[config.mk]
export PLATFORM = sky130hd
export DESIGN_NAME = instrDecode
export DESIGN_NICKNAME = d
export VERILOG_FILES = /design/src/design/ppcPkg.sv /design/src/design/instrDecode.sv
export SDC_FILE = /design/constraint.sdc
export NUM_CORES = 1
export LEC_CHECK = 0
export BUFFER_PORTS_ARGS = -buffer_cell sky130_fd_sc_hd__buf_2
export CAP_MARGIN = 20
export CORE_ASPECT_RATIO = 0.9
export CORE_MARGIN = 2
export CORE_UTILIZATION = 35
export CTS_BUF_LIST = sky130_fd_sc_hd__clkbuf_4
export CTS_CLUSTER_DIAMETER = 80
export DETAILED_ROUTE_END_ITERATION = 10
export HOLD_SLACK_MARGIN = 0.02
export PLACE_DENSITY_LB_ADDON = 0.1
export SYNTH_ARGS = -nofsm -noshare
export SYNTH_HDL_FRONTEND = slang
export SYNTH_SLANG_ARGS = --single-unit
[constraint.sdc]
create_clock -name clk -period 1.8 [get_ports clk]
set_input_delay 0.09 -clock clk [delete_from_list [all_inputs] [get_ports clk]]
set_output_delay 0.09 -clock clk [all_outputs]
set_load 0.02 [all_outputs]
[src/design/ppcPkg.sv]
`default_nettype none

package ppcPkg;

	localparam int GPR_COUNT = 32;
	localparam int REG_IDX_W = $clog2(GPR_COUNT);
	localparam int DATA_W = 32;
	localparam int CR_FIELD_W = 4;
	localparam int CR_FIELDS = 8;

	typedef logic [31:0] instrWord_t;
	typedef logic [REG_IDX_W-1:0] regIdx_t;
	typedef logic [DATA_W-1:0] gprData_t;
	typedef logic [$clog2(CR_FIELDS)-1:0] crField_t;

	// lt is the most significant bit of a field
	typedef struct packed {
		logic lt;
		logic gt;
		logic eq;
		logic so;
	} crBits_t;

	// primary opcodes, instruction bits 0..5
	localparam logic [5:0] OPCD_ADDI = 6'd14;
	localparam logic [5:0] OPCD_ADDIS = 6'd15;
	localparam logic [5:0] OPCD_ORI = 6'd24;
	localparam logic [5:0] OPCD_ANDI = 6'd28;
	localparam logic [5:0] OPCD_CMPWI = 6'd11;
	localparam logic [5:0] OPCD_CMPLWI = 6'd10;
	localparam logic [5:0] OPCD_XGROUP = 6'd31;

	// extended opcodes of the opcode-31 group
	localparam logic [9:0] XO_ADD = 10'd266;
	localparam logic [9:0] XO_SUBF = 10'd40;
	localparam logic [9:0] XO_AND = 10'd28;
	localparam logic [9:0] XO_OR = 10'd444;
	localparam logic [9:0] XO_XOR = 10'd316;
	localparam logic [9:0] XO_CMP = 10'd0;

	typedef enum logic [2:0] {ADD, SUBF, AND, OR, XOR, CMPS, CMPU, NONE} aluOp_e;

	typedef struct packed {
		logic valid;
		aluOp_e op;
		regIdx_t rd;
		regIdx_t ra;
		regIdx_t rb;
		gprData_t aVal;
		gprData_t bVal;
		logic useImm;
		gprData_t imm;
		logic writesGpr;
		logic setsCr;
		crField_t crField;
	} decodeBundle_t;

	typedef struct packed {
		logic writesGpr;
		regIdx_t rd;
		gprData_t data;
		logic setsCr;
		crField_t crField;
		crBits_t crBits;
	} execResult_t;

	typedef struct packed {
		logic en;
		regIdx_t idx;
		gprData_t data;
	} gprWrite_t;

endpackage

`default_nettype wire
[src/design/instrDecode.sv]
`default_nettype none

module instrDecode (
	input wire logic clk,
	input wire logic rst_n,
	input wire logic instrValid,
	input wire ppcPkg::instrWord_t instr,
	output ppcPkg::regIdx_t raIdx,
	output ppcPkg::regIdx_t rbIdx,
	input wire ppcPkg::gprData_t aVal,
	input wire ppcPkg::gprData_t bVal,
	output ppcPkg::decodeBundle_t bundle
);
	import ppcPkg::*;

	logic [5:0] opcd;
	logic [9:0] xo;
	logic [15:0] imm16;
	regIdx_t rtField;
	regIdx_t raField;
	regIdx_t rbField;
	crField_t bf;
	gprData_t immS;
	gprData_t immU;
	logic aLiteral;
	decodeBundle_t ctl;
	decodeBundle_t nextBundle;

	// big-endian bit 0 is instr[31]
	assign opcd = instr[31:26];
	assign rtField = instr[25:21];
	assign raField = instr[20:16];
	assign rbField = instr[15:11];
	assign bf = instr[25:23];
	assign imm16 = instr[15:0];
	assign xo = instr[10:1];

	assign immS = {{16{imm16[15]}}, imm16};
	assign immU = {16'h0000, imm16};

	// addi/addis with rA = 0 take a literal zero
	assign aLiteral = (opcd == OPCD_ADDI || opcd == OPCD_ADDIS) && raField == '0;

	always_comb begin
		ctl = '0;
		ctl.op = NONE;
		ctl.rd = rtField;
		ctl.ra = raField;
		ctl.rb = rbField;
		ctl.crField = bf;
		case (opcd)
			OPCD_ADDI, OPCD_ADDIS: begin
				ctl.op = ADD;
				ctl.useImm = 1'b1;
				ctl.imm = (opcd == OPCD_ADDIS) ? {imm16, 16'h0000} : immS;
				ctl.writesGpr = 1'b1;
			end
			OPCD_ORI, OPCD_ANDI: begin
				// logical forms write rA from rS
				ctl.op = (opcd == OPCD_ORI) ? OR : AND;
				ctl.rd = raField;
				ctl.ra = rtField;
				ctl.useImm = 1'b1;
				ctl.imm = immU;
				ctl.writesGpr = 1'b1;
				ctl.setsCr = (opcd == OPCD_ANDI);
				ctl.crField = '0;
			end
			OPCD_CMPWI, OPCD_CMPLWI: begin
				ctl.op = (opcd == OPCD_CMPWI) ? CMPS : CMPU;
				ctl.useImm = 1'b1;
				ctl.imm = (opcd == OPCD_CMPWI) ? immS : immU;
				ctl.setsCr = 1'b1;
			end
			OPCD_XGROUP: begin
				case (xo)
					XO_ADD: begin
						ctl.op = ADD;
						ctl.writesGpr = 1'b1;
					end
					XO_SUBF: begin
						ctl.op = SUBF;
						ctl.writesGpr = 1'b1;
					end
					XO_AND, XO_OR, XO_XOR: begin
						ctl.op = (xo == XO_AND) ? AND : (xo == XO_OR) ? OR : XOR;
						ctl.rd = raField;
						ctl.ra = rtField;
						ctl.writesGpr = 1'b1;
					end
					XO_CMP: begin
						ctl.op = CMPS;
						ctl.setsCr = 1'b1;
					end
					default: ;
				endcase
			end
			default: ;
		endcase
		ctl.valid = instrValid;
		ctl.writesGpr = ctl.writesGpr && instrValid;
		ctl.setsCr = ctl.setsCr && instrValid;
	end

	assign raIdx = ctl.ra;
	assign rbIdx = ctl.rb;

	always_comb begin
		nextBundle = ctl;
		nextBundle.aVal = aLiteral ? '0 : aVal;
		nextBundle.bVal = bVal;
	end

	always_ff @(posedge clk or negedge rst_n) begin
		if (!rst_n) begin
			bundle <= '0;
		end else begin
			bundle <= nextBundle;
		end
	end

	instrKnown: assert property (@(posedge clk) disable iff (!rst_n)
		instrValid |-> !$isunknown(instr));

endmodule

`default_nettype wire

# After elaboration in Yosys (flattened, before gate mapping)
# Index checks and enable logic that the tools add are counted.
# classes
n_eq_ne	12
muxes	17
reduce_logical	12
# op_table
op	n
$pmux 33 s3	1
$mux 32	2
$mux 31	1
$eq 10x9->1 const B	3
$eq 6x4->1 const B	4
$pmux 3 s4	2
$pmux 10 s2	1
$eq 6x5->1 const B	3
$eq 10x5->1 const B	1
$eq 10x6->1 const B	1
$logic_not 10->1	1
$mux 10	1
$mux 3	3
$reduce_or 2->1	3
$logic_not 5->1	1
$reduce_or 5->1	1
$reduce_or 4->1	1
$logic_and 1x1->1	3
$mux 1	3
$pmux 1 s3	1
$reduce_or 3->1	1
$mux 2	1
$pmux 1 s2	1
$logic_or 1x1->1	1
# word_totals
ff_bits	121
inputBits	99
out_inout_bits	131
elab_cells	53

# Logic depth before layout (Yosys ltp)
# Gate-level depths: netlist of the first run.
# depth
depth_word	5
depth_mapped	7
ltp_nobuf	4

# Worst setup path after synthesis of the first run
# No wires, ideal clock.
# synth_timing
kind	input -> output
start	in instr[2]
end	out raIdx[0]
arrival_time_ps	1353
setup_slack_ps	357
stages	6
n_path_buf	2
path_cell_list	nor4_4 -> o211ai_2 -> o21a_1 -> buf_6 -> mux2_4 -> buf_4
# synth_lines
element	line	source
from (decl)	instrDecode.sv:7	input wire ppcPkg::instrWord_t instr,
to (decl)	instrDecode.sv:8	output ppcPkg::regIdx_t raIdx,

# Final worst setup path of the first run
# layout_timing
start	in instr[2]
end	out raIdx[0]
# layout_via
elab_chain_len	4
elab_cells_between_ends	6
# layout_rtl
element	line	source
$eq 10x5->1 / $eq 10x9->1 (equally long branches)	instrDecode.sv:76	case (xo)
$reduce_or 3->1 *	instrDecode.sv:76	
$mux 10 *	instrDecode.sv:76	
$pmux 10 s2 *	instrDecode.sv:51	case (opcd)
# Mark *: on every way between the ends. The rest lies on a longest branch, timed or not.

==> results.py, run 1 <==
metrics = {
    "sta": {
        "hold_slack_ns": 0.0844,
        "finalMaxSlewViolations": 0,
        "rsz0062_at_grt": "false",
        "fmax_mhz": 593,
        "maxSlewHeadroom_pct": 37.2,
        "setup_viol": 0,
        "timing.final.crit_share_pct": 93.6,
        "tightestPinTransition_ns": 0.938,
        "min_period_ns": 1.69,
        "setup_ws_ns": 0.115,
        "final_hold_viol_count": 0,
    },
    "placed_design": {
        "hpwl_um": 8110,
        "dpl.cell_count": 674,
        "gp_congestion": 0.853,
        "placed_area_sq_um": 5510,
        "dp_slack_ns": -0.0238,
        "io_buffers": 229,
    },
    "routing": {
        "routed-wl-met2_um": 6500,
        "drt_first_pass_iters": 5,
        "drt_iter0_markers": 252,
        "via_per_inst": 4.30,
        "ant_nets": 0,
        "wl_met1_um": 4790,
        "wl_per_cell_um": 15.1,
        "wl_met3_um": 754,
        "vias": 3478,
        "drt_wl_total_um": 12200,
        "top_layer_used": "met4",
        "route.detailed.drc": 0,
    },
    "floorplan": {
        "start_util_pct": 36.3,
        "dieArea_sq_um": 12800,
        "core_area_sq_um": 11500,
        "row_count": 37,
        "fp.dieW_um": 119,
        "io_pins": 230,
        "die_h_um": 108,
    },
    "cells_and_area": {
        "areaGrowthSynthToFinish_pct": 63.6,
        "final_common_cell": "buf_2",
        "num-nets-final": 739,
        "drive_gt1_share_pct": 44.8,
        "largestRegisters": "bundle: 121 flops",
        "fin_cells": 808,
        "fill_cells": 954,
        "largest-register": "bundle",
        "postLayoutCellArea_sq_um": 6840,
        "antenna_cells": 0,
        "largest_reg_flops": 121,
        "final_cell_mix": "buf_2 (228), dfrtp_1 (121), dlygate4sd3_1 (100)",
    },
    "clocking": {
        "cts_tree": "done",
        "clockBufferDepth": 2,
        "root_buffer": "clkbuf_4",
        "htree_levels": 4,
        "clk_pin_slew_ns": 0.10,
        "numCtsBuffers": 17,
        "cts.sinks": 121,
    },
    "pwr": {
        "p_clk_share_pct": 36.0,
        "pwr-share-seq_pct": 49.9,
        "p_per_area_nw_per_um2": 837,
        "netSwitchingFraction_pct": 24.3,
        "p_sw_mw": 1.39,
        "peakVddDrop_mv": 0.324,
        "intPower_mw": 4.34,
        "comb_power_share_pct": 14.1,
        "p_leak_nw": 3.54,
        "total_power_mw": 5.73,
    },
    "global_routing": {
        "grt.total_usage_pct": 19.4,
        "antenna_found_initial": 0,
        "grt_pass1_vias": 3582,
        "grt_max_degree": 43,
        "grt_pass1_wl_um": 18700,
        "grt_overflow_total": 0,
    },
    "logic_synthesis": {
        "avgSynthCellArea_sq_um": 14.1,
        "synth_fp_nets": 395,
        "synth_cells": 296,
        "ys_seq_elements": 121,
        "synth_area_sq_um": 4180,
        "ys_warn_count": 0,
        "ys_types": 37,
        "seq_area_frac_synth_pct": 72.4,
    },
    "critical_path": {
        "path_max_fanout": 10,
        "required_ns": 1.71,
        "cp_data_arrival_time_ns": 1.60,
        "startpoint_type": "input pin",
        "critical_path_class": "in2out",
        "cp-startpoint": "instr[2]",
        "cp-end-kind": "output pin",
    },
    "run": {
        "max_cap_violations": 0,
    },
    "min_path": {
        "min_path_cells": 4,
        "holdPathEnd": "bundle[118]$_DFF_PN0_",
        "hold_path_class": "in2reg",
        "min_from": "instr[8]",
    },
    "run_status": {
        "status": "complete, no violations",
    },
}
[cells in the mapped netlist]
library cell | instances | area share, %
a21oi_1 | 7 | 0.84
and2_0 | 1 | 0.15
and2_1 | 51 | 7.6
and2_2 | 1 | 0.18
and2b_1 | 1 | 0.18
and3_1 | 5 | 0.75
and3_2 | 1 | 0.18
and3b_2 | 1 | 0.24
buf_2 | 2 | 0.24
buf_4 | 10 | 1.8
buf_6 | 4 | 1.1
clkbuf_1 | 4 | 0.36
dfrtp_1 | 121 | 72
inv_1 | 2 | 0.18
mux2_4 | 10 | 3.6
mux2i_1 | 1 | 0.24
nand2_1 | 9 | 0.81
nand2b_1 | 1 | 0.15
nand3_1 | 4 | 0.48
nand3b_1 | 1 | 0.18
nor2_1 | 18 | 1.6
nor2b_1 | 1 | 0.15
nor3_1 | 4 | 0.48
nor3b_1 | 2 | 0.36
nor3b_2 | 1 | 0.30
nor4_4 | 1 | 0.51
nor4b_1 | 1 | 0.21
o211ai_1 | 1 | 0.18
o211ai_2 | 1 | 0.30
o21a_1 | 3 | 0.54
o21ai_0 | 18 | 2.2
o221ai_1 | 1 | 0.21
o2bb2ai_1 | 1 | 0.21
o311ai_0 | 2 | 0.42
or2_2 | 1 | 0.15
or3_4 | 1 | 0.27
or4_1 | 2 | 0.36
[layer usage]
metal  vias to the layer above  global-route usage, %
li1                       1663                      -
met1                      1660                   22.3
met2                       141                   33.8
met3                        14                   6.36
met4                         0                   7.06
met5                         -                      0
[worst max-delay path by stage]
stage	depth (start not counted)	endpoint	slack [ns]
after floorplan	6	raIdx[0]	0.36
after global placement	6	raIdx[3]	0.02
after detailed placement	6	raIdx[0]	-0.02
after CTS	8	bundle[117]$_DFF_PN0_	0.05
after global routing	6	raIdx[4]	0.05
final	6	raIdx[0]	0.11
[cells by family after synthesis]
kind of cell | after synthesis | synth area share, %
AO/OA/AOI/OAI | 34 | 4.84
buffers and inverters | 22 | 3.65
flip-flops | 121 | 72.4
multiplexers | 11 | 3.83
AND/OR/NAND/NOR | 108 | 15.3
[worst max-delay path, cell delays in order]
cell,delay (ns)
buf_2,0.13
nor4_4,0.31
o211ai_2,0.18
o21a_2,0.37
mux2_4,0.35
buf_2,0.16
[through the flow]
step                util [%]  TNS (ns)
floorplan                  -         0
global placement        47.8         0
detailed placement      47.8   -0.0998
CTS                     59.1         0
global route            59.4         0
finish                  59.4         0
[final cells by class]
class / count / area [sq um] / area share [%]
clock buffers: 20 / 150 / 2.19
clock inverters: 11 / 154 / 2.25
inverters: 2 / 7.51 / 0.110
multi-input cells: 153 / 1010 / 14.8
flip-flops and latches: 121 / 3030 / 44.2
well taps: 156 / 195 / 2.85
repair buffers: 345 / 2300 / 33.6
[repair_timing]
item                                    CTS  global route
endpoints found under the setup margin    5             2
hold buffers                            100             2
hold endpoints to repair                240             1
setup buffers                             0             2
resized for setup                         1             2
pin swaps                                 0             2
[power groups by stage]
| stage | logic [mW] | clock network [mW] | registers (mW) |
|---|---|---|---|
| after detailed placement | 0.638 | 0 | 2.91 |
| final | 0.810 | 2.06 | 2.85 |
| after global routing | 0.871 | 2.27 | 2.87 |
| after floorplan | 0.136 | 0 | 3.07 |
| after CTS | 0.811 | 2.13 | 2.85 |
| after global placement | 0.633 | 0 | 2.91 |
No activity file was read; power rests on OpenSTA's default activity.
==> run 2: changes to the inputs <==
- CTS_BUF_LIST: sky130_fd_sc_hd__clkbuf_4 -> sky130_fd_sc_hd__clkbuf_8 sky130_fd_sc_hd__clkbuf_16
==> run 2 against run 1 <==
Compared with the run above:
- final area is 3.0% higher
- highest routed layer unchanged
- flip-flop and latch count stayed put
- critical path type is now in2reg
- fmax is 2.2% lower
- sequential power hardly changed
- critical path depth is 1 lower
- clock-buffer cell count stayed put
==> results.py, run 2 (same netlist as run 1, synthesis figures left out) <==
metrics = {
    "run_status": {
        "status": "complete, no violations",
    },
    "placed_design": {
        "gp_congestion": 0.853,
        "hpwl_um": 8110,
        "dpl.cell_count": 674,
        "io_buffers": 229,
    },
    "cells_and_area": {
        "num-nets-final": 728,
        "fin_cells": 797,
        "largest_reg_flops": 121,
        "largestRegisters": "bundle: 121 flops",
        "final_common_cell": "buf_2",
        "fin_util_pct": 61.2,
        "drive_gt1_share_pct": 45.2,
        "final_cell_mix": "buf_2 (228), dfrtp_1 (121), dlygate4sd3_1 (92)",
        "largest-register": "bundle",
        "areaGrowthSynthToFinish_pct": 68.5,
        "antenna_cells": 0,
    },
    "global_routing": {
        "grt_pass1_wl_um": 18400,
        "grt_pass1_vias": 3548,
        "grt_max_degree": 43,
        "grt_overflow_total": 0,
        "antenna_found_initial": 0,
        "grt.total_usage_pct": 19.1,
    },
    "clocking": {
        "root_buffer": "clkbuf_16",
        "numCtsBuffers": 17,
        "clockBufferDepth": 2,
        "cts_tree": "done",
        "cts.sinks": 121,
        "htree_levels": 4,
        "postCtsSetupBuffers": 0,
        "clk_pin_slew_ns": 0.05,
    },
    "critical_path": {
        "startpoint_type": "input pin",
        "cp-end-kind": "flop",
        "critical_path_class": "in2reg",
        "path_max_fanout": 32,
        "cp_data_arrival_time_ns": 2.01,
        "required_ns": 2.08,
    },
    "floorplan": {
        "die_h_um": 108,
        "fp.dieW_um": 119,
        "dieArea_sq_um": 12800,
        "row_count": 37,
        "core_area_sq_um": 11500,
        "io_pins": 230,
        "start_util_pct": 36.3,
    },
    "min_path": {
        "holdPathEnd": "bundle[23]$_DFF_PN0_",
        "min_from": "instr[2]",
        "hold_path_class": "in2reg",
        "min_path_cells": 3,
    },
    "routing": {
        "drt_first_pass_iters": 4,
        "wl_per_cell_um": 15.2,
        "route.detailed.drc": 0,
        "ant_nets": 0,
        "drt_iter0_markers": 209,
        "vias": 3414,
        "via_per_inst": 4.28,
        "drt_wl_total_um": 12100,
    },
    "pwr": {
        "p_per_area_nw_per_um2": 1020,
        "p_leak_nw": 3.64,
        "p_sw_mw": 1.57,
        "pwr-share-seq_pct": 39.9,
        "p_clk_share_pct": 49.0,
        "peakVddDrop_mv": 0.546,
        "comb_power_share_pct": 11.1,
        "total_power_mw": 7.17,
        "netSwitchingFraction_pct": 21.9,
        "intPower_mw": 5.60,
    },
    "sta": {
        "final_hold_viol_count": 0,
        "maxSlewHeadroom_pct": 39.4,
        "rsz0062_at_grt": "false",
        "fmax_mhz": 581,
        "min_period_ns": 1.72,
        "hold_slack_ns": 0.0352,
        "tightestPinTransition_ns": 0.905,
        "timing.final.crit_share_pct": 95.7,
        "setup_viol": 0,
        "finalMaxSlewViolations": 0,
        "fin_tns_setup_ns": 0,
    },
    "run": {
        "max_cap_violations": 0,
    },
}
run 2: cell types whose count changed in the layout (fill, tap and decap cells not counted), sizes merged:
cell / before / now
buf: 244 / 242
clkinv: 6 / 3
dlygate4sd3: 100 / 92
dlymetal6s4s: 1 / 0
inv: 2 / 5
run 2: how the worst max path moves through the flow:
stage,startpoint,to,slack (ns)
final,instr[18],bundle[101]$_DFF_PN0_,0.08
after global routing,instr[18],bundle[90]$_DFF_PN0_,0.02
after CTS,instr[18],bundle[90]$_DFF_PN0_,0.1
after detailed placement,instr[9],raIdx[0],-0.02
after global placement,instr[2],raIdx[3],0.02
after floorplan,instr[2],raIdx[0],0.36
run 2: what timing repair did:
action | 4_1_cts | 5_1_grt
endpoints found under the hold margin | 148 | 1
hold buffers | 91 | 1
resized for setup | 1 | 1
endpoints found under the setup margin | 5 | 2
run 2: metal layers:
metal / vias to the layer above / wire length, um / part of all wire (%) / global-route usage [%]
met1: 1634 / 4790 / 40 / 22.0
met5: - / 0 / 0 / 0
met2: 131 / 6440 / 53 / 33.9
met4: 0 / 122 / 1.0 / 6.80
li1: 1638 / - / - / -
met3: 11 / 763 / 6.3 / 5.77
run 2: stage by stage:
stage	setup slack, ns	cell area, sq um
floorplan	0.357	4180
global placement	0.0165	5510
detailed placement	-0.0238	5510
CTS	0.0974	7040
global route	0.0216	7050
finish	0.0775	7050
run 2: cell type report:
class                           instances  area (sq um)
Clock buffer                           20           467
Clock inverter                         11           154
Fill cell                             920          4480
Inverter                                2          7.51
Multi-Input combinational cell        153          1010
Sequential cell                       121          3030
Tap cell                              156           195
Timing Repair Buffer                  334          2190
run 2: critical path, stage by stage:
cell and delay, ns:
dlygate4sd3_1 0.54, buf_2 0.14, or4_1 0.53, or3_4 0.48, and2_1 0.23
run 2: power groups by stage:
stage	Combinational, mW	Clock [mW]	Sequential (mW)
after detailed placement	0.638	0	2.91
after CTS	0.798	3.58	2.86
after global placement	0.633	0	2.91
after global routing	0.855	3.73	2.87
final	0.795	3.51	2.86
after floorplan	0.136	0	3.07
