$ cat src/design/ppcPkg.sv
`default_nettype none

package ppcPkg;

	localparam int GPR_COUNT = 32;
	localparam int REG_IDX_W = $clog2(GPR_COUNT);
	localparam int DATA_W = 32;
	localparam int CR_FIELD_W = 4;
	localparam int CR_FIELDS = 8;

	typedef logic [31:0] instrWord_t;
	typedef logic [REG_IDX_W-1:0] regIdx_t;
	typedef logic [DATA_W-1:0] gprData_t;
	typedef logic [$clog2(CR_FIELDS)-1:0] crField_t;

	// lt is the most significant bit of a field
	typedef struct packed {
		logic lt;
		logic gt;
		logic eq;
		logic so;
	} crBits_t;

	// primary opcodes, instruction bits 0..5
	localparam logic [5:0] OPCD_ADDI = 6'd14;
	localparam logic [5:0] OPCD_ADDIS = 6'd15;
	localparam logic [5:0] OPCD_ORI = 6'd24;
	localparam logic [5:0] OPCD_ANDI = 6'd28;
	localparam logic [5:0] OPCD_CMPWI = 6'd11;
	localparam logic [5:0] OPCD_CMPLWI = 6'd10;
	localparam logic [5:0] OPCD_XGROUP = 6'd31;

	// extended opcodes of the opcode-31 group
	localparam logic [9:0] XO_ADD = 10'd266;
	localparam logic [9:0] XO_SUBF = 10'd40;
	localparam logic [9:0] XO_AND = 10'd28;
	localparam logic [9:0] XO_OR = 10'd444;
	localparam logic [9:0] XO_XOR = 10'd316;
	localparam logic [9:0] XO_CMP = 10'd0;

	typedef enum logic [2:0] {ADD, SUBF, AND, OR, XOR, CMPS, CMPU, NONE} aluOp_e;

	typedef struct packed {
		logic valid;
		aluOp_e op;
		regIdx_t rd;
		regIdx_t ra;
		regIdx_t rb;
		gprData_t aVal;
		gprData_t bVal;
		logic useImm;
		gprData_t imm;
		logic writesGpr;
		logic setsCr;
		crField_t crField;
	} decodeBundle_t;

	typedef struct packed {
		logic writesGpr;
		regIdx_t rd;
		gprData_t data;
		logic setsCr;
		crField_t crField;
		crBits_t crBits;
	} execResult_t;

	typedef struct packed {
		logic en;
		regIdx_t idx;
		gprData_t data;
	} gprWrite_t;

endpackage

`default_nettype wire
$ cat src/design/execUnit.sv
`default_nettype none

module execUnit (
	input wire logic clk,
	input wire logic rst_n,
	input wire ppcPkg::decodeBundle_t bundle,
	output ppcPkg::execResult_t result
);
	import ppcPkg::*;

	logic aLiteral;
	logic fwdA;
	logic fwdB;
	gprData_t opA;
	gprData_t regB;
	gprData_t opB;
	gprData_t aluOut;
	crBits_t cmpBits;
	execResult_t nextResult;

	// a literal zero A operand must not pick up a result for r0
	assign aLiteral = bundle.op == ADD && bundle.useImm && bundle.ra == '0;

	// one ahead comes from our own result register
	assign fwdA = result.writesGpr && result.rd == bundle.ra && !aLiteral;
	assign fwdB = result.writesGpr && result.rd == bundle.rb;

	assign opA = fwdA ? result.data : bundle.aVal;
	assign regB = fwdB ? result.data : bundle.bVal;
	assign opB = bundle.useImm ? bundle.imm : regB;

	always_comb begin
		aluOut = '0;
		cmpBits = '0;
		case (bundle.op)
			ADD: aluOut = opA + opB;
			SUBF: aluOut = opB - opA;
			AND: aluOut = opA & opB;
			OR: aluOut = opA | opB;
			XOR: aluOut = opA ^ opB;
			CMPS: begin
				cmpBits.lt = $signed(opA) < $signed(opB);
				cmpBits.gt = $signed(opA) > $signed(opB);
				cmpBits.eq = opA == opB;
			end
			CMPU: begin
				cmpBits.lt = opA < opB;
				cmpBits.gt = opA > opB;
				cmpBits.eq = opA == opB;
			end
			default: ;
		endcase
		// andi. records its result against zero, signed
		if (bundle.op == AND && bundle.setsCr) begin
			cmpBits.lt = aluOut[DATA_W-1];
			cmpBits.gt = !aluOut[DATA_W-1] && aluOut != '0;
			cmpBits.eq = aluOut == '0;
		end
	end

	assign nextResult = '{
		writesGpr: bundle.writesGpr,
		rd: bundle.rd,
		data: aluOut,
		setsCr: bundle.setsCr,
		crField: bundle.crField,
		crBits: cmpBits
	};

	always_ff @(posedge clk or negedge rst_n) begin
		if (!rst_n) begin
			result <= '0;
		end else begin
			result <= nextResult;
		end
	end

	cmpNoGprWrite: assert property (@(posedge clk) disable iff (!rst_n)
		bundle.valid && bundle.op inside {CMPS, CMPU}
		|=> result.setsCr && !result.writesGpr);

endmodule

`default_nettype wire

$ cat config.mk
export PLATFORM = sky130hd
export DESIGN_NAME = execUnit
export DESIGN_NICKNAME = d
export VERILOG_FILES = /design/src/design/ppcPkg.sv /design/src/design/execUnit.sv
export SDC_FILE = /design/constraint.sdc
export NUM_CORES = 1
export LEC_CHECK = 0
export BUFFER_PORTS_ARGS = -buffer_cell sky130_fd_sc_hd__buf_2
export CAP_MARGIN = 40
export CORE_AREA = 3 3 181 147
export DETAILED_ROUTE_END_ITERATION = 7
export DIE_AREA = 0 0 184 150
export GPL_ROUTABILITY_DRIVEN = 1
export SLEW_MARGIN = 20
export SYNTH_ARGS = -nofsm -noshare
export SYNTH_HDL_FRONTEND = slang
export SYNTH_SLANG_ARGS = --single-unit
$ cat constraint.sdc
create_clock -name clk -period 12.1 [get_ports clk]
set_clock_uncertainty 0.05 [all_clocks]
set_input_delay 0.605 -clock clk [delete_from_list [all_inputs] [get_ports clk]]
set_output_delay 0.605 -clock clk [all_outputs]
set_load 0.05 [all_outputs]
**Word-level counts from Yosys, hierarchy flattened**

Cells that the tools add are included.

- Bits in registers: 45
- Word-level logic and storage cells: 45
- Input bits: 123

- Mux-type cells: 6
- Reduce and logical (&&, ||, !) cells: 13
- Add/sub/neg operators: 2
- Equal/unequal tests: 9
- $lt $le $gt $ge: 4
- Bitwise logic cells: 3

Operators with widths:

| operator | number |
|---|---|
| one-hot mux 32 bit (5 select lines) | 1 |
| two-way mux 32 bit | 3 |
| > comparator 32 bit | 2 |
| < comparator 32 bit | 2 |
| adder 32 bit | 1 |
| bitwise AND 32 bit | 1 |
| equality test 32 bit | 1 |
| logical NOT 32 bit | 1 |
| OR 32 bit | 1 |
| nonzero test 32 bit | 1 |
| subtractor 32 bit | 1 |
| XOR 32 bit | 1 |
| equality test 5 bit | 2 |
| equality test 3 bit, second input constant | 3 |
| logical AND 1 bit | 7 |
| equality test 3 x 2 -> 1 bit, second input constant | 2 |
| one-hot mux 3 bit (2 select lines) | 1 |
| logical NOT 5 bit | 1 |
| equality test 3 x 1 -> 1 bit, second input constant | 1 |
| logical NOT 3 bit | 1 |
| two-way mux 3 bit | 1 |
| logical NOT 1 bit | 2 |

**Logic depth before layout (Yosys ltp)**

Gate-level depths: netlist (run 1).

- Depth after elaboration: 11
- Depth in mapped cells: 23

**Worst setup path before layout (run 1)**

OpenSTA, ideal clock, no wires.

- Path type: input-to-reg
- From: input bundle[119] (netlist bit)
- To: register result[2] (netlist bit)
- Slack: 6,302 ps
- Required time: 11,920 ps
- Stages: 23
- Arrival time: 5,618 ps
- Cells stage by stage: buf_2 -> nor2_1 -> nand2_1 -> nor3_1 -> nor3_1 -> a21oi_1 -> nor2_1 -> clkbuf_1 -> mux2_2 -> ha_1 -> inv_1 -> fa_1 -> a21o_1 -> a211oi_1 -> nor3_1 -> or3_1 -> or4_1 -> or4_1 -> or4_1 -> nor4_2 -> nand4b_1 -> nor4_2 -> o21ai_0

RTL lines:

| item | line | source |
|---|---|---|
| from (decl) | execUnit.sv:6 | `input wire ppcPkg::decodeBundle_t bundle,` |
| to (signal assigned) | execUnit.sv:74 | `result <= nextResult;` |
| to (decl) | execUnit.sv:7 | `output ppcPkg::execResult_t result` |

==> flow_metrics.tcl, run 1 <==
set metrics [dict create \
    maxCapViolCount 0 \
    hold_viol_final 0 \
    finalCritPeriodShare 0.6602 \
    syn_nets 1437 \
    drive_gt1_frac 0.1878 \
    crit_family "simple AND/OR/NAND/NOR gates" \
    syn_avg_cell_area_sq_um 7.352 \
    r2r_cells 18 \
    drc 0 \
    clock_sinks 45 \
    max_stage_delay_ns 0.76 \
    track_usage 0.2295 \
    post_cts_resized 0 \
    synth_cells 1180 \
    worst-path-buf-inv 4 \
    drt-initial-drc-count 1112 \
    cts_buffers 5 \
    port_buffers 166 \
    avgViaCountPerCell 5.751 \
    via_count 9334 \
    grt_pass1_vias 8712 \
    fmax_mhz 125.2 \
    timing.rr.end "result[2]" \
    cp-endpoint "result[2]" \
    dpl_worst_slack_ns 3.940 \
    timing.final.ws_setup_ns 4.112 \
    dpl.hpwl_um 24820 \
    core_sq_mm 0.02511 \
    die_w_um 184 \
    required_ns 12.24 \
    synthTopCellsByArea "ha_1, dfrtp_1, a21oi_1, mux2i_1, o21ai_0" \
    fin_nets 1555 \
    reg2reg_from "result[44]" \
    antenna_found_initial 0 \
    crit_start "bundle[117]" \
    first_pass_iters 5 \
    fin_crit_ns 7.988 \
    antennaDiodeCount 0 \
    ios 169 \
    cts_hold_buf 0 \
    post-route-util 0.3953 \
    critical-path-slowest-cell "nand2_1" \
    root_buffer "clkbuf_16" \
    min_from "bundle[114]" \
    die_area_sq_mm 0.02760 \
    syn_area_sq_mm 0.008676 \
    fin_tns_setup_ns 0 \
    ys_ff_latch 45 \
    wirelength_um 32650 \
    ff2ff_setup_slack_ns 5.52 \
    grt_overflow 0 \
    layout_common_cells "buf_2, ha_1, nand2_1, inv_1, nor2_1" \
    status "finished clean" \
    synth_top_area_frac 0.1904 \
    relSlewSlack 0.4217 \
    wl_per_cell_um 20.12 \
    worst_ep_arrival_time_ns 8.13 \
    cts_tree "done" \
    clkLatencyLatePin_ns 0.31 \
    irDropWorstVdd_mv 0.04528 \
    cp_max_fo 39 \
    setup_violations 0 \
    yosysUniqueCellTypes 78 \
    largest_register_ffs 45 \
    cts_buffer_depth 2 \
    rows 52 \
    grt_max_degree 66 \
    largestRegisters "result x45" \
    grt_pass1_wl_um 49910 \
    tightest_slew_ns 0.8674 \
    cp.depth 22 \
    yosysWarnings 0 \
    initial_core_util 0.3455 \
    power.density_mw_per_mm2 90.95 \
    crit_chain "buf_2 > buf_4 > clkinv_1 > nand2_1 > nor3_1 > nor3_1 > a21oi_1 > nor2_4 > buf_4 > mux2_2 > ha_1 > nor3b_1 > o311ai_0 > a31oi_1 > a211oi_1 > o22ai_1 > xnor2_1 > o221ai_1 > nor4_1 > nand4b_1 > nor4_2 > o21ai_0" \
    top_register "result" \
    ant_nets 0 \
    report.final.slew_viol_count 0 \
    crit_type "in2reg" \
    place_congestion 0.9474 \
    clk_pin_slew_worst_paths_ns 0.08 \
    h-tree-depth 2 \
    yosys.area.top_type "ha_1" \
    rsz0062_at_grt "no" \
    synth_edf_count 0 \
    die_h_um 150 \
    area_delta_synth_final_pct 14.42 \
    synth_ff_type "dfrtp_1" \
    end_kind "flop" \
    hold_class "in2reg" \
    final_common_cell "buf_2" \
    leakage_nw 4.583 \
    post_cts_buffers 0 \
    synthArstFlopShare 1.000 \
    fillers 2691 \
    start_kind "input pin" \
    seq_area_frac_synth 0.1298 \
]
power by group:
group | internal, W | leakage [nW] | switching, W
combinational | 0.000174 | 3.94 | 0.000368
clock | 0.0000985 | 0.0810 | 0.0000762
sequential | 0.000170 | 0.558 | 0.0000155
layer usage:
| layer | GRT usage | part of all wire | vias to the layer above |
|---|---|---|---|
| li1 | - | - | 4484 |
| met1 | 0.3470 | 0.48 | 4329 |
| met2 | 0.3405 | 0.41 | 482 |
| met3 | 0.04034 | 0.098 | 39 |
| met4 | 0.04420 | 0.016 | 0 |
| met5 | 0 | 0 | - |
cell usage after synthesis, types with 9 or more instances:
master      n
ha_1      132
nand2_1   101
inv_1      97
nor2_1     96
a21oi_1    89
o21ai_0    77
clkbuf_1   50
dfrtp_1    45
mux2i_1    41
nor3_1     34
mux2_2     33
nand3_1    30
o21a_1     28
nor2b_1    21
o211ai_1   20
a211oi_1   19
a31oi_1    16
nor4_1     16
a21o_1     13
o22ai_1    13
o21bai_1   12
o31ai_1    12
xnor2_1    12
xor2_1     11
buf_2      10
or3_1      10
a221oi_1    9
and3_1      9
logic make-up after synthesis:
logic type               synth area share
adder cells (fa/ha/maj)            0.1950
AND/OR/NAND/NOR                    0.2051
XOR/XNOR                          0.02322
buffers and inverters             0.07499
AO/OA/AOI/OAI                      0.2814
other                           0.0004322
flip-flops                         0.1298
multiplexers                      0.09014
layout make-up:
type                       count  area [sq um]  share of cell area
clock inverter                 2         38.79            0.003907
inverter                      99         371.6             0.03743
timing repair buffer         180         940.9             0.09478
multi-input combinational    967          6915              0.6966
sequential                    45          1126              0.1134
clock buffer                   6         128.9             0.01298
tap                          324         405.4             0.04084
metrics by stage:
stage	std cells	hold WS (ns)	area (sq um)	total power (W)
4_1_cts	1622	0.3385	9922	0.0008978
5_1_grt	1623	0.3377	9927	0.0009578
6_report	1623	0.3449	9927	0.0009028
3_3_place_gp	1613	0.6634	9739	0.0007152
3_5_place_dp	1614	0.6655	9754	0.0007182
2_1_floorplan	1180	0.2594	8676	0.0005638
how the worst min path moves through the flow:
| stage | cells after the start | end |
|---|---|---|
| 5_1_grt | 1 | result[4] |
| 3_3_place_gp | 1 | result[6] |
| 3_5_place_dp | 1 | result[6] |
| 4_1_cts | 1 | result[6] |
| 6_report | 1 | result[42] |
| 2_1_floorplan | 0 | result[10] |
(Power assumes the default switching activity.)
==> run 2, diff against run 1 <==
Clock period 12.1 ns to 6.79 ns, I/O delays scaled along.
==> flow_metrics.tcl, run 2 (same netlist as run 1, synthesis figures left out) <==
set metrics [dict create \
    status "finished clean" \
    largestRegisters "result x45" \
    irDropWorstVdd_mv 0.08808 \
    post_cts_buffers 0 \
    port_buffers 166 \
    final_common_cell "buf_2" \
    reg2reg_from "result[44]" \
    h-tree-depth 2 \
    die_h_um 150 \
    clock_sinks 45 \
    maxCapViolCount 0 \
    start_kind "flop" \
    grt_pass1_wl_um 51390 \
    clk_pin_slew_worst_paths_ns 0.08 \
    cts_tree "done" \
    track_usage 0.2377 \
    rows 52 \
    timing.rr.end "result[1]" \
    grt_pass1_vias 8896 \
    power.density_mw_per_mm2 159.9 \
    fin_crit_ns 6.110 \
    cts_buffer_depth 2 \
    ant_nets 0 \
    critical-path-slowest-cell "or4_1" \
    drive_gt1_frac 0.2318 \
    antenna_found_initial 0 \
    cp_max_fo 10 \
    end_kind "flop" \
    min_path_cells 1 \
    avgViaCountPerCell 5.609 \
    largest_register_ffs 45 \
    ios 169 \
    cts_buffers 5 \
    grt_max_degree 65 \
    min_from "bundle[2]" \
    finalCritPeriodShare 0.8998 \
    core_sq_mm 0.02511 \
    dpl.hpwl_um 26730 \
    die_area_sq_mm 0.02760 \
    drt-initial-drc-count 956 \
    fin_nets 1629 \
    crit_top_cell "buf_4" \
    rsz0062_at_grt "no" \
    required_ns 6.98 \
    hold_class "in2reg" \
    die_w_um 184 \
    hold_ws_ns 0.08169 \
    hold_end "result[6]" \
    tightest_slew_ns 0.8503 \
    top_register "result" \
    fmax_mhz 163.7 \
    r2r_cells 20 \
    drc 0 \
    place_congestion 0.9574 \
    wirelength_um 33990 \
    post-route-util 0.4169 \
    leakage_nw 4.938 \
    clkLatencyLatePin_ns 0.31 \
    antennaDiodeCount 0 \
    root_buffer "clkbuf_16" \
    worst_ep_arrival_time_ns 6.30 \
    via_count 9513 \
    timing.final.ws_setup_ns 0.6805 \
    hold_viol_final 0 \
    first_pass_iters 5 \
    fillers 2645 \
    dpl_worst_slack_ns 0.6567 \
    relSlewSlack 0.4279 \
    grt_overflow 0 \
    wl_per_cell_um 20.04 \
    report.final.slew_viol_count 0 \
    crit_type "reg2reg" \
    initial_core_util 0.3455 \
    post_cts_resized 0 \
    crit_chain "xor2_1 > nor4_1 > and3_2 > buf_4 > mux2i_1 > o21ai_0 > ha_1 > nand4bb_1 > buf_4 > nor3_1 > nand3_1 > buf_4 > and3_1 > o21ai_0 > nand4_1 > or4_1 > nor4_2 > nand4b_1 > nor4_2 > a32o_1" \
    fin_tns_setup_ns 0 \
    setup_violations 0 \
    ff2ff_setup_slack_ns 0.68 \
    cts_hold_buf 0 \
    area_delta_synth_final_pct 20.68 \
    max_stage_delay_ns 0.63 \
    layout_common_cells "buf_2, ha_1, nand2_1, inv_1, nor2_1" \
    finalPower_w 0.001674 \
]
[run 2: cell count changes in the layout (fill, tap and decap cells not counted)]
cell / delta
clkinv_2: +1
buf_2: -1
buf_8: -1
clkbuf_1: -1
buf_4: +76
clkinv_4: -1
[run 2: how the worst max path moves through the flow]
stage / slack (ns) / cells after the start / end / start
6_report: 0.68 / 20 / result[1] / result[44]
5_1_grt: 0.35 / 20 / result[1] / result[44]
4_1_cts: 0.68 / 20 / result[1] / result[41]
3_5_place_dp: 0.66 / 20 / result[2] / bundle[107]
3_3_place_gp: 0.58 / 20 / result[2] / bundle[107]
2_1_floorplan: 1.07 / 21 / result[2] / result[44]
[run 2: area by class of cell]
type                    count  area [sq um]  share of cell area
clock inverters             2         35.03            0.003346
clock buffers               5         125.1             0.01195
flip-flops and latches     45          1126              0.1076
multi-input cells         967          6915              0.6605
repair buffers            254          1491              0.1424
well taps                 324         405.4             0.03872
inverters                  99         371.6             0.03549
[run 2: layer usage]
metal / track usage / routed length [um] / vias to the layer above
met5: 0 / 0 / -
met1: 0.3678 / 16900 / 4414
met3: 0.02600 / 2586 / 32
li1: - / - / 4640
met4: 0.04005 / 471 / 0
met2: 0.3568 / 14040 / 427
[run 2: stage by stage]
step           instance area [sq um]  std cells
2_1_floorplan                   8676       1180
3_3_place_gp                   10310       1689
3_5_place_dp                   10310       1689
4_1_cts                        10470       1696
5_1_grt                        10470       1696
6_report                       10470       1696
[run 2: power by group]
part	leakage, nW	total, W	internal, W	switching, W
sequential	0.558	0.000332	0.000304	0.0000279
clock	0.0797	0.000306	0.000172	0.000134
combinational	4.30	0.00104	0.000361	0.000675
total	4.94	0.00167	0.000837	0.000837
[run 2: critical path, delay by kind of cell (launching register included)]
family	cells	cell delay (ns)
buffers and inverters	3	0.70
adder cells (fa/ha/maj)	1	0.32
XOR/XNOR	1	0.17
AO/OA/AOI/OAI	3	0.65
AND/OR/NAND/NOR	11	3.65
flip-flops	1	0.42
multiplexers	1	0.09
==> run 3, diff against run 2 <==
Settings changed: CORE_AREA 3 3 181 147 to 3 3 148 121, DIE_AREA 0 0 184 150 to 0 0 151 124, PLACE_DENSITY from default to 0.79.
==> flow_metrics.tcl, run 3 (same netlist as run 1, synthesis figures left out) <==
set metrics [dict create \
    status "finished clean" \
    h-tree-depth 2 \
    finalCritPeriodShare 0.9212 \
    area_delta_synth_final_pct 17.21 \
    relSlewSlack 0.4166 \
    met2_usage 0.5163 \
    end_kind "flop" \
    critical-path-slowest-cell "or4_1" \
    tightest_slew_ns 0.8642 \
    grt_pass1_wl_um 49950 \
    fillers 1536 \
    root_buffer "clkbuf_16" \
    cts_tree "done" \
    avgViaCountPerCell 6.223 \
    grt_overflow 0 \
    required_ns 6.99 \
    wirelength_um 32460 \
    cts_buffer_depth 2 \
    die_w_um 151 \
    power.density_mw_per_mm2 161.3 \
    initial_core_util 0.5258 \
    dpl.hpwl_um 25190 \
    die_h_um 124 \
    rsz0062_at_grt "no" \
    setup_violations 0 \
    final_common_cell "buf_2" \
    drt-initial-drc-count 1202 \
    post-route-util 0.6162 \
    first_pass_iters 6 \
    antenna_found_initial 0 \
    leakage_nw 4.831 \
    fin_nets 1607 \
    multi_input_area_sq_mm 0.006915 \
    wl_per_cell_um 20.66 \
    reg2reg_from "result[41]" \
    layout_common_cells "buf_2, ha_1, nand2_1, inv_1, nor2_1" \
    post_cts_resized 0 \
    maxCapViolCount 0 \
    crit_chain "xor2_1 > nor3_1 > nand3_1 > nor2_4 > buf_4 > mux2_2 > ha_1 > nor2_1 > o311ai_0 > a311oi_1 > o221ai_1 > xnor2_1 > o221ai_1 > or4_1 > nor4_1 > buf_4 > nand4b_1 > nor4_2 > a32o_1" \
    grt_pass1_vias 8998 \
    crit_start "result[41]" \
    met3_usage 0.07093 \
    rows 42 \
    worst_ep_arrival_time_ns 6.46 \
    cts_buffers 5 \
    via_count 9777 \
    top_register "result" \
    drc 0 \
    hold_class "in2reg" \
    track_usage 0.3413 \
    ant_nets 0 \
    ios 169 \
    stdcell_area_sq_mm 0.01017 \
    use_met1 0.5003 \
    max_stage_delay_ns 0.58 \
    port_buffers 166 \
    fmax_mhz 159.9 \
    register_area_sq_mm 0.001126 \
    report.final.slew_viol_count 0 \
    crit_type "reg2reg" \
    clk_pin_slew_worst_paths_ns 0.08 \
    top_usage_layer "met2" \
    post_cts_buffers 0 \
    clock_sinks 45 \
    drive_gt1_frac 0.2198 \
    placed_cells 1563 \
    min_from "bundle[4]" \
    start_kind "flop" \
    clkLatencyLatePin_ns 0.32 \
    cts_hold_buf 0 \
    die_area_sq_mm 0.01872 \
    finalNonFillerCells 1571 \
    fin_tns_setup_ns 0 \
    irDropWorstVdd_mv 0.1109 \
    core_sq_mm 0.01650 \
    largest_register_ffs 45 \
    worst-path-buf-inv 2 \
    place_congestion 1.015 \
    placedInstanceArea_sq_mm 0.01001 \
    hold_viol_final 0 \
    crit_family "simple AND/OR/NAND/NOR gates" \
    fin_crit_ns 6.255 \
    cp_max_fo 20 \
    grt_max_degree 73 \
    antennaDiodeCount 0 \
    largestRegisters "result x45" \
]
run 3: changes by cell type in the layout (fill, tap and decap cells not counted):
cell	previous run	this run
inv_6	0	1
buf_2	166	167
clkinv_2	1	0
buf_4	88	65
clkinv_4	0	1
clkbuf_8	0	1
bufinv_16	1	0
run 3: worst paths after layout:
kind	to	slack, ns	depth (start not counted)
min reg2reg	result[8]	0.91	3
max	result[1]	0.53	19
max in group asynchronous	result[1]	6.12	2
max reg2reg	result[1]	0.53	19
min	result[45]	0.07	1
min in group asynchronous	result[19]	0.11	2
run 3: routing by layer:
metal,wire (um),up-vias
met5,0,-
met4,537,0
met3,3474,47
met2,13670,585
met1,14770,4536
li1,-,4609
run 3: where the power goes:
group / internal, W / switching [W] / total (W) / leakage (nW)
clock network: 0.000150 / 0.000142 / 0.000292 / 0.0775
registers: 0.000304 / 0.0000270 / 0.000331 / 0.558
logic: 0.000349 / 0.000669 / 0.00102 / 4.20
run 3: area by class of cell:
class                   count  share of cell area
inverters                  99             0.03654
clock buffers               6             0.01366
multi-input cells         967              0.6801
well taps                 220             0.02707
flip-flops and latches     45              0.1107
repair buffers            232              0.1302
clock inverters             2            0.001723
run 3: through the flow:
step | hold WS (ns) | power [W] | setup WS (ns)
5_1_grt | 0.07769 | 0.001732 | 0.2846
4_1_cts | 0.07496 | 0.001615 | 0.6586
2_1_floorplan | -0.006091 | 0.001005 | 1.074
3_3_place_gp | 0.3977 | 0.001316 | 0.6094
3_5_place_dp | 0.4000 | 0.001322 | 0.5899
6_report | 0.07465 | 0.001641 | 0.5348
